File: src/source/core_mem_config.svh
`ifndef CORE_MEM_CONFIG_SVH
`define CORE_MEM_CONFIG_SVH

// bus widths.
`define CM_ADDR_W 32
`define CM_DATA_W 32

// instruction cache lines, one word each.
`define CM_ICACHE_LINES 16

// CLINT window, 64 KiB.
`define CM_CLINT_BASE (32'h0200_0000)
`define CM_CLINT_MASK (32'hFFFF_0000)

`endif

File: src/source/core_mem_pkg.sv
`include "core_mem_config.svh"

package core_mem_pkg;

	// one single-beat bus request.
	typedef struct packed {
		logic [`CM_ADDR_W-1:0]   addr;
		logic [`CM_DATA_W-1:0]   wdata;
		logic [`CM_DATA_W/8-1:0] wstrb;
		logic                    write;
		logic                    instr; // set by the fetch port.
	} bus_req_t;

	// read data only, there is no error response.
	typedef struct packed {
		logic [`CM_DATA_W-1:0] rdata;
	} bus_rsp_t;

	// load/store operation from the execute stage.
	typedef struct packed {
		logic [`CM_ADDR_W-1:0] addr;
		logic [`CM_DATA_W-1:0] wdata;
		logic [2:0]            funct3; // [1:0] size, [2] unsigned.
		logic                  write;
	} ls_op_t;

endpackage

File: src/source/fetch_port.sv
`timescale 1ns/1ps
`include "core_mem_config.svh"

module fetch_port
	import core_mem_pkg::*;
#(
	parameter int lines = `CM_ICACHE_LINES
) (
	input  logic                  clock,
	input  logic                  rst_n,
	input  logic                  fetch_valid,
	output logic                  fetch_ready,
	input  logic [`CM_ADDR_W-1:0] fetch_pc,
	input  logic                  fence_i,
	output logic                  inst_valid,
	output logic [`CM_DATA_W-1:0] inst,
	output logic                  req_valid,
	input  logic                  req_ready,
	output bus_req_t              req,
	input  logic                  rsp_valid,
	input  bus_rsp_t              rsp
);

	localparam int idx_w = $clog2(lines);
	localparam int tag_w = `CM_ADDR_W - 2 - idx_w;

	typedef enum logic [1:0] {s_boot, s_idle, s_req, s_wait} state_t;

	state_t                state;
	logic [`CM_ADDR_W-1:0] pc_q;
	logic [lines-1:0]      line_valid;
	logic [tag_w-1:0]      line_tag [lines];
	logic [`CM_DATA_W-1:0] line_data [lines];
	logic [idx_w-1:0]      acc_idx;
	logic [idx_w-1:0]      fill_idx;
	logic [tag_w-1:0]      acc_tag;
	logic                  accept;
	logic                  hit;
	logic                  fence_now;
	logic                  fill;

	assign fetch_ready = (state == s_idle);
	assign accept      = fetch_valid && fetch_ready;
	assign fence_now   = fence_i && (state == s_idle); // ignored while a miss is open.
	assign acc_idx     = fetch_pc[idx_w+1:2];
	assign acc_tag     = fetch_pc[`CM_ADDR_W-1:idx_w+2];
	assign fill_idx    = pc_q[idx_w+1:2];
	assign fill        = (state == s_wait) && rsp_valid;

	// a fetch on the fence cycle must not hit a line that is being dropped.
	assign hit = line_valid[acc_idx] && (line_tag[acc_idx] == acc_tag) && !fence_now;

	always_ff @(posedge clock or negedge rst_n) begin
		if (!rst_n) begin
			state      <= s_boot;
			line_valid <= '0;
			inst_valid <= 1'b0;
		end else begin
			inst_valid <= (accept && hit) || fill;
			if (fence_now) begin
				line_valid <= '0;
			end else if (fill) begin
				line_valid[fill_idx] <= 1'b1;
			end
			case (state)
				s_boot: begin
					state <= s_idle;
				end
				s_idle: begin
					if (accept && !hit) begin
						state <= s_req;
					end
				end
				s_req: begin
					if (req_ready) begin
						state <= s_wait;
					end
				end
				s_wait: begin
					if (rsp_valid) begin
						state <= s_idle;
					end
				end
				default: begin
					state <= s_idle;
				end
			endcase
		end
	end

	always_ff @(posedge clock) begin
		if (accept) begin
			pc_q <= fetch_pc;
			inst <= line_data[acc_idx]; // only shown on a hit.
		end else if (fill) begin
			inst <= rsp.rdata;
		end
		if (fill) begin
			line_tag[fill_idx]  <= pc_q[`CM_ADDR_W-1:idx_w+2];
			line_data[fill_idx] <= rsp.rdata;
		end
	end

	always_comb begin
		req       = '0;
		req.addr  = pc_q;
		req.instr = 1'b1;
	end

	assign req_valid = (state == s_req);

	a_fetch_aligned: assert property (@(posedge clock) disable iff (!rst_n)
		accept |-> fetch_pc[1:0] == 2'b00);

endmodule

File: src/source/load_store_port.sv
`timescale 1ns/1ps
`include "core_mem_config.svh"

module load_store_port
	import core_mem_pkg::*;
(
	input  logic                  clock,
	input  logic                  rst_n,
	input  logic                  ls_valid,
	output logic                  ls_ready,
	input  ls_op_t                ls_op,
	output logic                  ls_done,
	output logic [`CM_DATA_W-1:0] load_data,
	output logic                  req_valid,
	input  logic                  req_ready,
	output bus_req_t              req,
	input  logic                  rsp_valid,
	input  bus_rsp_t              rsp
);

	typedef enum logic [1:0] {s_boot, s_idle, s_req, s_wait} state_t;

	state_t                  state;
	bus_req_t                req_q;
	logic [1:0]              off_q;
	logic [2:0]              funct3_q;
	logic                    accept;
	logic                    rsp_take;
	logic [`CM_DATA_W/8-1:0] strb;
	logic [`CM_DATA_W-1:0]   wdata_rep;
	logic [`CM_DATA_W-1:0]   lane;
	logic [`CM_DATA_W-1:0]   ext;

	assign ls_ready  = (state == s_idle);
	assign accept    = ls_valid && ls_ready;
	assign rsp_take  = (state == s_wait) && rsp_valid;
	assign req_valid = (state == s_req);
	assign req       = req_q;

	// store lanes from size and byte offset.
	always_comb begin
		case (ls_op.funct3[1:0])
			2'b00: begin
				strb      = 4'b0001 << ls_op.addr[1:0];
				wdata_rep = {4{ls_op.wdata[7:0]}};
			end
			2'b01: begin
				strb      = 4'b0011 << ls_op.addr[1:0];
				wdata_rep = {2{ls_op.wdata[15:0]}};
			end
			default: begin
				strb      = 4'b1111;
				wdata_rep = ls_op.wdata;
			end
		endcase
	end

	// shift the addressed lane down, then extend.
	always_comb begin
		lane = rsp.rdata >> {off_q, 3'b000};
		case (funct3_q[1:0])
			2'b00: ext = {{(`CM_DATA_W-8){~funct3_q[2] & lane[7]}}, lane[7:0]};
			2'b01: ext = {{(`CM_DATA_W-16){~funct3_q[2] & lane[15]}}, lane[15:0]};
			default: ext = lane;
		endcase
	end

	always_ff @(posedge clock or negedge rst_n) begin
		if (!rst_n) begin
			state   <= s_boot;
			ls_done <= 1'b0;
		end else begin
			ls_done <= rsp_take;
			case (state)
				s_boot: begin
					state <= s_idle;
				end
				s_idle: begin
					if (accept) begin
						state <= s_req;
					end
				end
				s_req: begin
					if (req_ready) begin
						state <= s_wait;
					end
				end
				s_wait: begin
					if (rsp_valid) begin
						state <= s_idle;
					end
				end
				default: begin
					state <= s_idle;
				end
			endcase
		end
	end

	always_ff @(posedge clock) begin
		if (accept) begin
			req_q.addr  <= {ls_op.addr[`CM_ADDR_W-1:2], 2'b00};
			req_q.wdata <= wdata_rep;
			req_q.wstrb <= ls_op.write ? strb : '0;
			req_q.write <= ls_op.write;
			req_q.instr <= 1'b0;
			off_q       <= ls_op.addr[1:0];
			funct3_q    <= ls_op.funct3;
		end
		if (rsp_take) begin
			load_data <= req_q.write ? '0 : ext;
		end
	end

	a_ls_aligned: assert property (@(posedge clock) disable iff (!rst_n)
		accept |-> (ls_op.funct3[1:0] != 2'b01 || !ls_op.addr[0]) &&
			(ls_op.funct3[1:0] != 2'b10 || ls_op.addr[1:0] == 2'b00));

endmodule

File: src/source/bus_xbar.sv
`timescale 1ns/1ps
`include "core_mem_config.svh"

module bus_xbar
	import core_mem_pkg::*;
(
	input  logic     clock,
	input  logic     rst_n,
	input  logic     fetch_req_valid,
	output logic     fetch_req_ready,
	input  bus_req_t fetch_req,
	output logic     fetch_rsp_valid,
	input  logic     ls_req_valid,
	output logic     ls_req_ready,
	input  bus_req_t ls_req,
	output logic     ls_rsp_valid,
	output bus_rsp_t rsp,
	output logic     mem_req_valid,
	input  logic     mem_req_ready,
	output bus_req_t mem_req,
	input  logic     mem_rsp_valid,
	input  bus_rsp_t mem_rsp,
	output logic     timer_req_valid,
	output bus_req_t timer_req,
	input  logic     timer_rsp_valid,
	input  bus_rsp_t timer_rsp
);

	typedef enum logic [1:0] {g_idle, g_ifu, g_lsu} grant_t;

	grant_t                grant;
	logic                  sent;        // request taken by the target.
	logic                  to_timer;
	logic                  owner_instr;
	bus_req_t              sel_req;
	logic [`CM_ADDR_W-1:0] win_addr;
	logic                  win_instr;
	logic                  win_clint;
	logic                  granted;
	logic                  issue_ok;
	logic                  rsp_hit;

	// load-store port has fixed priority.
	assign win_addr  = ls_req_valid ? ls_req.addr : fetch_req.addr;
	assign win_instr = ls_req_valid ? ls_req.instr : fetch_req.instr;
	assign win_clint = (win_addr & `CM_CLINT_MASK) == `CM_CLINT_BASE;

	assign sel_req  = (grant == g_lsu) ? ls_req : fetch_req;
	assign granted  = (grant != g_idle);
	assign issue_ok = granted && !sent && (to_timer || mem_req_ready); // timer never stalls.

	assign mem_req_valid   = granted && !sent && !to_timer;
	assign mem_req         = sel_req;
	assign timer_req_valid = granted && !sent && to_timer;
	assign timer_req       = sel_req;

	assign fetch_req_ready = issue_ok && (grant == g_ifu);
	assign ls_req_ready    = issue_ok && (grant == g_lsu);

	assign rsp_hit         = sent && (to_timer ? timer_rsp_valid : mem_rsp_valid);
	assign fetch_rsp_valid = rsp_hit && (grant == g_ifu);
	assign ls_rsp_valid    = rsp_hit && (grant == g_lsu);
	assign rsp             = to_timer ? timer_rsp : mem_rsp;

	always_ff @(posedge clock or negedge rst_n) begin
		if (!rst_n) begin
			grant       <= g_idle;
			sent        <= 1'b0;
			to_timer    <= 1'b0;
			owner_instr <= 1'b0;
		end else begin
			case (grant)
				g_idle: begin
					if (ls_req_valid || fetch_req_valid) begin
						grant       <= ls_req_valid ? g_lsu : g_ifu;
						to_timer    <= win_clint;
						owner_instr <= win_instr;
					end
				end
				default: begin
					if (issue_ok) begin
						sent <= 1'b1;
					end
					if (rsp_hit) begin
						grant <= g_idle; // one transfer per grant.
						sent  <= 1'b0;
					end
				end
			endcase
		end
	end

	a_mem_rsp_requested: assert property (@(posedge clock) disable iff (!rst_n)
		mem_rsp_valid |-> sent && !to_timer);

	a_timer_rsp_requested: assert property (@(posedge clock) disable iff (!rst_n)
		timer_rsp_valid |-> sent && to_timer);

	// the instr bit set at the source must match the port that gets the data.
	a_rsp_owner: assert property (@(posedge clock) disable iff (!rst_n)
		(fetch_rsp_valid || ls_rsp_valid) |-> owner_instr == fetch_rsp_valid);

endmodule

File: src/source/clint_timer.sv
`timescale 1ns/1ps
`include "core_mem_config.svh"

module clint_timer
	import core_mem_pkg::*;
(
	input  logic     clock,
	input  logic     rst_n,
	input  logic     req_valid,
	input  bus_req_t req,
	output logic     rsp_valid,
	output bus_rsp_t rsp
);

	localparam logic [`CM_ADDR_W-1:0] mtime_lo = 32'h0000_BFF8;
	localparam logic [`CM_ADDR_W-1:0] mtime_hi = 32'h0000_BFFC;

	logic [63:0]           mtime;
	logic [`CM_ADDR_W-1:0] offset;

	assign offset = req.addr & ~`CM_CLINT_MASK;

	always_ff @(posedge clock or negedge rst_n) begin
		if (!rst_n) begin
			mtime     <= '0;
			rsp_valid <= 1'b0;
		end else begin
			mtime     <= mtime + 64'd1;
			rsp_valid <= req_valid; // writes get a response too.
		end
	end

	always_ff @(posedge clock) begin
		if (req_valid) begin
			if (req.write) begin
				rsp.rdata <= '0; // mtime is read-only.
			end else if (offset == mtime_lo) begin
				rsp.rdata <= mtime[31:0];
			end else if (offset == mtime_hi) begin
				rsp.rdata <= mtime[63:32];
			end else begin
				rsp.rdata <= '0;
			end
		end
	end

endmodule

File: src/source/core_mem_top.sv
`timescale 1ns/1ps
`include "core_mem_config.svh"

module core_mem_top
	import core_mem_pkg::*;
(
	input  logic                  clock,
	input  logic                  rst_n,
	input  logic                  fetch_valid,
	output logic                  fetch_ready,
	input  logic [`CM_ADDR_W-1:0] fetch_pc,
	output logic                  inst_valid,
	output logic [`CM_DATA_W-1:0] inst,
	input  logic                  fence_i,
	input  logic                  ls_valid,
	output logic                  ls_ready,
	input  ls_op_t                ls_op,
	output logic                  ls_done,
	output logic [`CM_DATA_W-1:0] load_data,
	output logic                  mem_req_valid,
	input  logic                  mem_req_ready,
	output bus_req_t              mem_req,
	input  logic                  mem_rsp_valid,
	input  bus_rsp_t              mem_rsp
);

	logic     fetch_req_valid;
	logic     fetch_req_ready;
	bus_req_t fetch_req;
	logic     fetch_rsp_valid;
	logic     ls_req_valid;
	logic     ls_req_ready;
	bus_req_t ls_req;
	logic     ls_rsp_valid;
	bus_rsp_t xbar_rsp;  // shared by both ports.
	logic     timer_req_valid;
	bus_req_t timer_req;
	logic     timer_rsp_valid;
	bus_rsp_t timer_rsp;

	fetch_port fetch0 (
		.clock(clock),
		.rst_n(rst_n),
		.fetch_valid(fetch_valid),
		.fetch_ready(fetch_ready),
		.fetch_pc(fetch_pc),
		.fence_i(fence_i),
		.inst_valid(inst_valid),
		.inst(inst),
		.req_valid(fetch_req_valid),
		.req_ready(fetch_req_ready),
		.req(fetch_req),
		.rsp_valid(fetch_rsp_valid),
		.rsp(xbar_rsp)
	);

	load_store_port lsu0 (
		.clock(clock),
		.rst_n(rst_n),
		.ls_valid(ls_valid),
		.ls_ready(ls_ready),
		.ls_op(ls_op),
		.ls_done(ls_done),
		.load_data(load_data),
		.req_valid(ls_req_valid),
		.req_ready(ls_req_ready),
		.req(ls_req),
		.rsp_valid(ls_rsp_valid),
		.rsp(xbar_rsp)
	);

	bus_xbar xbar0 (
		.clock(clock),
		.rst_n(rst_n),
		.fetch_req_valid(fetch_req_valid),
		.fetch_req_ready(fetch_req_ready),
		.fetch_req(fetch_req),
		.fetch_rsp_valid(fetch_rsp_valid),
		.ls_req_valid(ls_req_valid),
		.ls_req_ready(ls_req_ready),
		.ls_req(ls_req),
		.ls_rsp_valid(ls_rsp_valid),
		.rsp(xbar_rsp),
		.mem_req_valid(mem_req_valid),
		.mem_req_ready(mem_req_ready),
		.mem_req(mem_req),
		.mem_rsp_valid(mem_rsp_valid),
		.mem_rsp(mem_rsp),
		.timer_req_valid(timer_req_valid),
		.timer_req(timer_req),
		.timer_rsp_valid(timer_rsp_valid),
		.timer_rsp(timer_rsp)
	);

	clint_timer timer0 (
		.clock(clock),
		.rst_n(rst_n),
		.req_valid(timer_req_valid),
		.req(timer_req),
		.rsp_valid(timer_rsp_valid),
		.rsp(timer_rsp)
	);

endmodule

File: config.mk
export PLATFORM = sky130hd
export DESIGN_NAME = core_mem_top
export DESIGN_NICKNAME = d
export VERILOG_FILES = /design/src/source/core_mem_pkg.sv /design/src/source/fetch_port.sv /design/src/source/load_store_port.sv /design/src/source/bus_xbar.sv /design/src/source/clint_timer.sv /design/src/source/core_mem_top.sv
export VERILOG_INCLUDE_DIRS = /design/src /design/src/source
export SDC_FILE = /design/constraint.sdc
export NUM_CORES = 1
export LEC_CHECK = 0
export ABC_AREA = 1
export BUFFER_PORTS_ARGS = -buffer_cell sky130_fd_sc_hd__buf_4
export CELL_PAD_IN_SITES_DETAIL_PLACEMENT = 0
export CELL_PAD_IN_SITES_GLOBAL_PLACEMENT = 1
export CORE_ASPECT_RATIO = 1.25
export CORE_UTILIZATION = 30
export DETAILED_ROUTE_END_ITERATION = 8
export PLACE_DENSITY = 0.59
export SETUP_SLACK_MARGIN = 0.02
export SLEW_MARGIN = 20
export SYNTH_ARGS = -nofsm -noshare
export SYNTH_HDL_FRONTEND = slang
export SYNTH_SLANG_ARGS = --single-unit
File: constraint.sdc
create_clock -name clock -period 5.3 [get_ports clock]
set_input_delay 0.53 -clock clock [delete_from_list [all_inputs] [get_ports clock]]
set_output_delay 0.53 -clock clock [all_outputs]
set_load 0.01 [all_outputs]
; Word level (Yosys, flattened, before mapping)
; Memories as Yosys holds them, arrays and structs flattened.
; Index checks and enable logic that the tools add are counted.
; W data, S select, Z words.
[classes]
addsub = 1
multipliers = 0
div = 0
magnitude_cmp = 3
n_eq_ne = 21
shift = 3
mux = 33
bitwise = 5
n_reduce_logical = 41
[op_table]
columns = op, n
row1 = $mux W32, 6
row2 = $pmux W32 S2, 2
row3 = $mux W70, 1
row4 = $add A64 B1 Y64 const B, 1
row5 = $eq A16 B16 Y1 const B, 2
row6 = $mux W16, 2
row7 = $shr A32 B5 Y32, 1
row8 = $eq A26 B26 Y1, 1
row9 = $mux W2, 10
row10 = $logic_and A1 B1 Y1, 19
row11 = $eq A16 B10 Y1 const B, 1
row12 = $or A16 B16 Y16, 1
row13 = $pmux W2 S4, 2
row14 = $eq A2 B1 Y1 const B, 5
row15 = $eq A2 B2 Y1 const B, 5
row16 = $logic_not A2 Y1, 5
row17 = $lt A4 B5 Y1 const B, 2
row18 = $reduce_bool A2 Y1, 5
row19 = $ne A2 B2 Y1 const B, 4
row20 = $pmux W4 S2, 1
row21 = $mux W1, 7
row22 = $ne A2 B1 Y1 const B, 3
row23 = $reduce_and A2 Y1, 3
row24 = $reduce_and A3 Y1, 2
row25 = 9 further kinds, 16
[totals]
regBits = 291
latch_bits = 0
mem_bits_rw = 928
rom_bits = 0
inputBits = 139
elab_cells = 129
memories = 2
[mem_list]
columns = name, words, word_bits, read_ports, rd_ports_with_merged_regs, wr, line_no
row1 = fetch0.line_data, 16, 32, 1, 0, 1, fetch_port.sv:33  ; logic [`CM_DATA_W-1:0] line_data [lines];
row2 = fetch0.line_tag, 16, 26, 1, 0, 1, fetch_port.sv:32  ; logic [tag_w-1:0] line_tag [lines];

; Depth between registers and ports, before layout
; Gate-level depths: netlist of run 1.
[logic_depth]
ltp_word = 8
depth_mapped = 22
mapped_depth_nobuf = 20

; Hierarchy
; From an unflattened synthesis of run 1, not the netlist that was laid out.
[hier_totals]
cells_unflattened = 4892
hier_area_um2 = 53297.4
[modules_own_cells]
columns = module, instances, cells_per_inst, area_each_um2, seq_area_each_um2
row1 = fetch_port, 1, 3258, 40822.9, 30264.0
row2 = clint_timer, 1, 739, 5545.3, 2587.5
row3 = load_store_port, 1, 427, 4730.8, 3198.1
row4 = bus_xbar, 1, 468, 2198.4, 100.1

; Worst setup path before layout of run 1
; Ideal clock, no wire load.
[synth_timing]
path_kind = reg2reg
startpoint = register xbar0.to_timer
endpoint = memory fetch0.line_data[12][0] in the netlist's numbering (enable)
setup_time_ns = 0.475
t_arrival_ns = 3.854
required_ns = 4.825
setup_slack_ns = 0.971
path_stages_with_launch = 11
n_path_buf = 1
cell_sequence = dfrtp_1 -> buf_4 -> inv_2 -> nor2_1 -> nor2_1 -> nand3_1 -> nor2_1 -> inv_1 -> nor3_1 -> inv_1 -> nor2_1
[synth_via]
elab_chain_cells = 6
[synth_lines]
columns = item, line_no
row1 = "start, declared", bus_xbar.sv:33  ; logic to_timer;
row2 = "start signal, assigned", bus_xbar.sv:76  ; to_timer <= win_clint;
row3 = $mux W1, bus_xbar.sv:60  ; assign rsp_hit = sent && (to_timer ? timer_rsp_valid : mem_rsp_valid);
row4 = $logic_and A1 B1 Y1, bus_xbar.sv:60
row5 = $logic_and A1 B1 Y1, bus_xbar.sv:61  ; assign fetch_rsp_valid = rsp_hit && (grant == g_ifu);
row6 = $logic_and A1 B1 Y1, fetch_port.sv:48  ; assign fill = (state == s_wait) && rsp_valid;
row7 = $mux W1, fetch_port.sv:98  ; if (fill) begin
row8 = $mux W1 (implied by the code), fetch_port.sv:100  ; line_data[fill_idx] <= rsp.rdata;
row9 = "end, declared", fetch_port.sv:33
; No other way between the ends.

==> out/metrics.yaml, run 1 <==
flow_run:
  cap_violations: 0
global_route:
  grt_pass1_vias: 34156
  grt_max_degree: 135
  overflow: 0
  grt.total_usage_pct: 19.3
  grt_first_pass_wirelength_um: 241000
  antenna_found_initial: 12
die:
  die-area_sq_um: 171000
  start_util_pct: 30.3
  rows: 168
  io_pins: 278
  die_h_um: 463
  die_w_um: 370
  design.core.area_sq_um: 168000
logic_synthesis:
  synth_cell_types: 50
  synth-compound-area-share_pct: 8.47
  netlist_area_sq_um: 50900
  avgSynthCellArea_sq_um: 11.6
  ys_seq_elements: 1219
  synth_fa_ha_area_share_pct: 0.221
  synth_warnings: 0
  syn_nets: 4534
  synthMuxAreaShare_pct: 0.157
  yosys.area_share.simple_pct: 14.3
  synth_xor_area_share_pct: 1.07
  synth_top_family_by_area: "simple AND/OR/NAND/NOR gates"
  seq_area_frac_synth_pct: 71.0
  postSynthCellCount: 4386
outcome:
  outcome: "finished, final reports clean"
timing:
  worst_slack_ns: 1.36
  hold_viol: 0
  finalSetupViolations: 0
  final.min_clock_period_ns: 3.94
  grt_setup_unrepaired: "false"
  worst_pin_slew_ns: 1.12
  finClkSkew_ns: 0.0435
  tns_ns: 0
  slew_headroom_pct: 24.2
  maxSlewViolCount: 0
  max_freq_mhz: 254
  fin_crit_sh_pct: 74.3
clock_network:
  cts-resized-gates: 0
  cts_sinks: 1219
  clk_pin_slew_ns: 0.06
  numCtsBuffers: 137
  clockRootBuffer: "clkbuf_16"
  cts_tree: "built"
  clock_latency_ns: 0.80
  htreeDepth: 4
  cts_buffer_depth: 3
pwr:
  ir_worst_vdd_mv: 0.269
  power_mw: 23.5
  leakage_nw: 22.3
  power_density_nw_per_um2: 385
finish:
  nFillCells: 16574
  final_cells: 7039
  area_delta_synth_final_pct: 20.0
  nets: 4872
  drive_gt1_share_pct: 13.2
  design_area_sq_um: 61100
setup_path:
  cp-end-kind: "output port"
  crit_path_max_fanout: 18
  worstSetupStartpointType: "register"
  crit_required_ns: 4.77
  worst-setup-path-type: "reg -> out"
  arrival_ns: 3.41
min_path:
  min_path_type: "in -> reg"
detailed_routing:
  drcViolationCount: 0
  ant_nets: 0
  firstDrtPassIters: 6
  vias_per_cell: 4.99
  wl_um: 167000
  route.vias.total: 35144
  drtIter0Drc: 3341
  wl_per_cell_um: 23.7
place:
  dp.cells: 6711
  gp_congestion: 0.823
  dp.final_hpwl_um: 98200
  numPortBuffers: 277
  pre_cts_slack_ns: 1.23
  place_area_sq_um: 55900
==> cells by family (layout without fill, tap and decap cells) <==
logic type | after synthesis | in the layout
AOI/OAI and AO/OA | 718 | 718
xor gates and xnor gates | 62 | 62
adders and majority gates | 9 | 9
buffers and inverters | 635 | 1077
DFF | 1219 | 1219
muxes | 8 | 8
other | 0 | 1
and+or+nand+nor | 1735 | 1735
==> per-stage QoR <==
stage	hold slack, ns	utilization [%]
global route	0.0369	36.3
global placement	0.454	33.2
finish	0.0663	36.3
CTS	0.00295	36.3
floorplan	0.234	-
detailed placement	0.457	33.2
==> synthesized netlist by cell type, drive strengths merged <==
cell type | n | area [sq um]
a21o | 2 | 15.0
o2111ai | 1 | 8.76
edfxtp | 1128 | 33900
inv | 382 | 1430
a32o | 2 | 20.0
or2 | 17 | 106
a22o | 1 | 8.76
mux2i | 8 | 80.1
buf | 78 | 364
xnor2 | 1 | 8.76
o21a | 1 | 7.51
nor3b | 2 | 20.0
o21ai | 412 | 2060
xor2 | 61 | 534
o41ai | 1 | 8.76
a31oi | 32 | 200
nand4 | 10 | 68.8
o221ai | 107 | 937
o211ai | 57 | 428
a211oi | 12 | 90.1
nor3 | 38 | 228
o31ai | 5 | 37.5
nand3b | 6 | 45.0
a2111oi | 1 | 15.0
nor4 | 10 | 62.6
ha | 9 | 113
nand3 | 319 | 1620
a21oi | 40 | 200
clkinv | 4 | 16.3
o22ai | 44 | 275
nor2 | 592 | 2300
dfrtp | 91 | 2280
clkbuf | 171 | 642
nand2 | 740 | 2810
and2 | 1 | 6.26
==> critical path, stage by stage, from the launching register on <==
cell	delay [ns]
edfxtp_1	0.84
clkinv_1	0.78
nor2_2	0.75
buf_4	0.24
==> per-layer routing <==
metal	wire (um)	track usage (%)
met5	38	0
met4	3900	5.19
met3	11500	4.06
met2	79000	31.0
met1	72700	26.2
==> timing repair <==
action,in CTS,in global routing
hold endpoints to repair,137,0
endpoints found under the setup margin,0,0
buffers inserted,0,0
hold buffers,83,0
==> where the power goes <==
part,switching (mW),internal (mW)
sequential,0.306,11.0
clock,4.05,5.28
combinational,2.01,0.873
total,6.36,17.2
==> registers in the layout (all words and copies together), names as in the netlist, 2 cells and up <==
name / flops
fetch0.line_valid: 16
lsu0.load_data: 32
timer0.mtime: 64
lsu0.req: 67
xbar0.grant: 2
lsu0.state: 2
lsu0.off_q: 2
lsu0.funct3_q: 3
fetch0.state: 2
fetch0.line_tag: 416
fetch0.line_data: 512
fetch0.inst: 32
timer0.rsp: 32
fetch0.pc_q: 32
==> layout by cell type (no fill, tap or decap), types with 17 or more instances in the layout <==
master         synthesis  layout
a21oi_1               40      40
a31oi_1               32      32
buf_12                 0      23
buf_4                  3     339
clkbuf_1             171      27
clkbuf_16              0     138
clkinv_1               3      29
clkinv_2               1      23
dfrtp_1               91      91
dlygate4sd3_1          0      83
edfxtp_1            1128    1128
inv_1                377     372
nand2_1              732     731
nand3_1              315     315
nor2_1               581     561
nor2_4                 4      23
nor3_1                33      33
o211ai_1              57      57
o21ai_0              397     394
o21ai_1               15      18
o221ai_1             107     107
o22ai_1               44      44
or2_2                 17      17
xor2_1                61      61
==> worst paths after layout <==
kind,startpoint,end,slack (ns),cells after the start
setup / recovery,lsu0.req[1],mem_req[1],1.36,3
hold / removal,ls_op[30],lsu0.req[32],0.07,3
setup reg to reg,xbar0.grant[0],timer0.rsp[31],1.62,14
hold reg to reg,timer0.mtime[52],timer0.mtime[52],0.46,1
max in group asynchronous,rst_n,timer0.mtime[61],3.79,3
min in group asynchronous,rst_n,lsu0.state[0],0.43,2
==> final cells by class <==
class | count | area [sq um] | area share (%)
timing repair buffer | 448 | 3870 | 6.34
inverter | 386 | 1470 | 2.41
clock buffer | 168 | 3600 | 5.89
antenna | 1 | 2.50 | 0.00410
tap | 2210 | 2770 | 4.53
clock inverter | 75 | 763 | 1.25
sequential | 1219 | 36100 | 59.2
multi-input combinational | 2532 | 12500 | 20.4
Note: power is estimated with default switching activity, not from simulation.
==> run 2: changes to the inputs <==
--- a/config.mk
+++ b/config.mk
@@ -13,7 +13,7 @@
 export CORE_ASPECT_RATIO = 1.25
 export CORE_UTILIZATION = 30
 export DETAILED_ROUTE_END_ITERATION = 8
-export PLACE_DENSITY = 0.59
+export PLACE_DENSITY = 0.61
 export SETUP_SLACK_MARGIN = 0.02
 export SLEW_MARGIN = 20
 export SYNTH_ARGS = -nofsm -noshare
==> constraint.sdc (replaced) <==
create_clock -name clock -period 3.5 [get_ports clock]
set_input_delay 0.35 -clock clock [delete_from_list [all_inputs] [get_ports clock]]
set_output_delay 0.35 -clock clock [all_outputs]
set_load 0.01 [all_outputs]
==> run 2 against run 1 <==
Against the previous run:
- global-route usage is 0.37 points lower
- wire length is 1.7% lower
- sequential cell count stayed put
- clock power is 59% higher
- sequential share of layout area is 1.4 points lower
- clock skew is 0.021 ns lower
- die area stayed put
- register-to-register slack worse by 1.1 ns
- sequential power is 50% higher
- critical endpoint is now mem_req[64]
- largest power group unchanged
==> out/metrics.yaml, run 2 (synthesis gave the netlist of run 1 again) <==
pwr:
  leakage_nw: 23.1
  ir_worst_vdd_mv: 0.527
  power_density_nw_per_um2: 581
setup_path:
  r2r_cells: 8
  cp-end-kind: "output port"
  worst-setup-path-type: "reg -> out"
  crit_path_frequent_cell: "buf_4"
  crit_buf_inv: 2
  slowest_delay_ns: 0.44
  crit_required_ns: 3.15
  crit_family: "buffers and inverters"
  worstSetupStartpoint: "xbar0.grant[0]"
  cp_slowest_cell: "dfrtp_1"
  r2r_start: "xbar0.to_timer"
  r2r_end: "fetch0.line_data[2][2]"
  reg2reg_setup_slack_ns: 0.52
  crit_path_max_fanout: 29
  worstSetupStartpointType: "register"
  worstPathCellList: "nor2_4, buf_4, nand2_1, o21ai_0, buf_4"
  arrival_ns: 2.70
finish:
  final_cells: 7160
  final_core_util_pct: 37.2
  drive_gt1_share_pct: 14.8
  design_area_sq_um: 62600
  final_common_cell: "edfxtp_1"
  nets: 4986
  most-common-layout-cells: "edfxtp_1, nand2_1, nor2_1"
  largest_reg_flops: 512
  area_delta_synth_final_pct: 22.9
  largest-register: "fetch0.line_data"
flow_run:
  cap_violations: 0
detailed_routing:
  drcViolationCount: 0
  route.vias.total: 35013
  ant_nets: 0
  wl_um: 164000
  drtIter0Drc: 2723
  wl_per_cell_um: 22.9
  firstDrtPassIters: 5
  vias_per_cell: 4.89
place:
  dp.final_hpwl_um: 97500
  numPortBuffers: 277
  pre_cts_slack_ns: 0.460
  place_area_sq_um: 56900
  dp.cells: 6802
  gp_congestion: 0.804
clock_network:
  clockRootBuffer: "clkbuf_16"
  ctsHoldBuffers: 107
  cts_tree: "built"
  numCtsBuffers: 136
  clk_pin_slew_ns: 0.06
  clock_latency_ns: 0.78
  htreeDepth: 4
  cts_buffer_depth: 3
  cts_sinks: 1219
  cts-resized-gates: 0
  postCtsSetupBuffers: 0
die:
  die_w_um: 370
  io_pins: 278
  die_h_um: 463
  rows: 168
  die-area_sq_um: 171000
  start_util_pct: 30.3
  design.core.area_sq_um: 168000
global_route:
  grt_max_degree: 99
  grt.total_usage_pct: 18.9
  grtUsageMet2_pct: 30.9
  overflow: 0
  antenna_found_initial: 10
  gr-usage-met1_pct: 26.0
  grt_pass1_vias: 34467
  use_met3_pct: 3.23
  grt_first_pass_wirelength_um: 239000
  grt.busiest_layer: "met2"
timing:
  fin_crit_sh_pct: 87.1
  slew_headroom_pct: 36.7
  tns_ns: 0
  worst_pin_slew_ns: 0.945
  worst_slack_ns: 0.450
  grt_setup_unrepaired: "false"
  final.min_clock_period_ns: 3.05
  finClkSkew_ns: 0.0220
  hold_viol: 0
  max_freq_mhz: 328
  maxSlewViolCount: 0
  finalSetupViolations: 0
min_path:
  min_path_type: "in -> async"
outcome:
  outcome: "finished, final reports clean"
run 2: cell types whose count changed in the layout (fill, tap and decap cells not counted), moves of 2 or more:
cell,before,now
buf_12,23,49
buf_4,339,403
bufinv_16,8,17
clkinv_1,29,26
clkinv_16,3,1
clkinv_4,0,2
clkinv_8,3,6
clkinvlp_4,6,2
diode_2,1,3
dlygate4sd3_1,83,107
inv_16,6,3
o21ai_0,394,397
o21ai_1,18,15
run 2: layout make-up:
class / count / area, sq um
Clock inverter: 77 / 945
Inverter: 386 / 1470
Clock buffer: 170 / 3630
Sequential cell: 1219 / 36100
Multi-Input combinational cell: 2532 / 12500
Timing Repair Buffer: 563 / 5140
Fill cell: 16455 / 106000
Tap cell: 2210 / 2770
Antenna cell: 3 / 7.51
run 2: per-stage QoR:
step | hold WS [ns] | total power [mW]
final | 0.0802 | 36.4
after global routing | 0.0512 | 37.7
after CTS | 0.00510 | 36.8
after detailed placement | 0.335 | 21.8
after global placement | 0.333 | 21.8
after floorplan | 0.0544 | 19.3
run 2: worst max-delay path by stage:
stage                              endpoint  slack, ns  cells after the start
floorplan           fetch0.line_data[12][0]      -0.83                     10
global placement          fetch0.inst_valid       0.38                     18
detailed placement  fetch0.line_data[2][13]       0.46                      8
CTS                  fetch0.line_data[2][2]       0.42                      8
global route         fetch0.line_data[2][2]       0.29                      8
finish                          mem_req[64]       0.45                      5
run 2: metal layers:
metal	routed length, um	part of all wire (%)	vias to the layer above
li1	-	-	16288
met1	73600	45	17577
met2	78900	48	956
met3	8470	5.2	186
met4	3240	2.0	6
met5	36	0.022	-
run 2: power breakdown:
| part | total [mW] | internal (mW) | switching [mW] |
|---|---|---|---|
| Sequential | 17.0 | 16.7 | 0.382 |
| Combinational | 4.54 | 1.51 | 3.03 |
| Clock | 14.8 | 8.69 | 6.09 |
| Total | 36.4 | 26.9 | 9.50 |
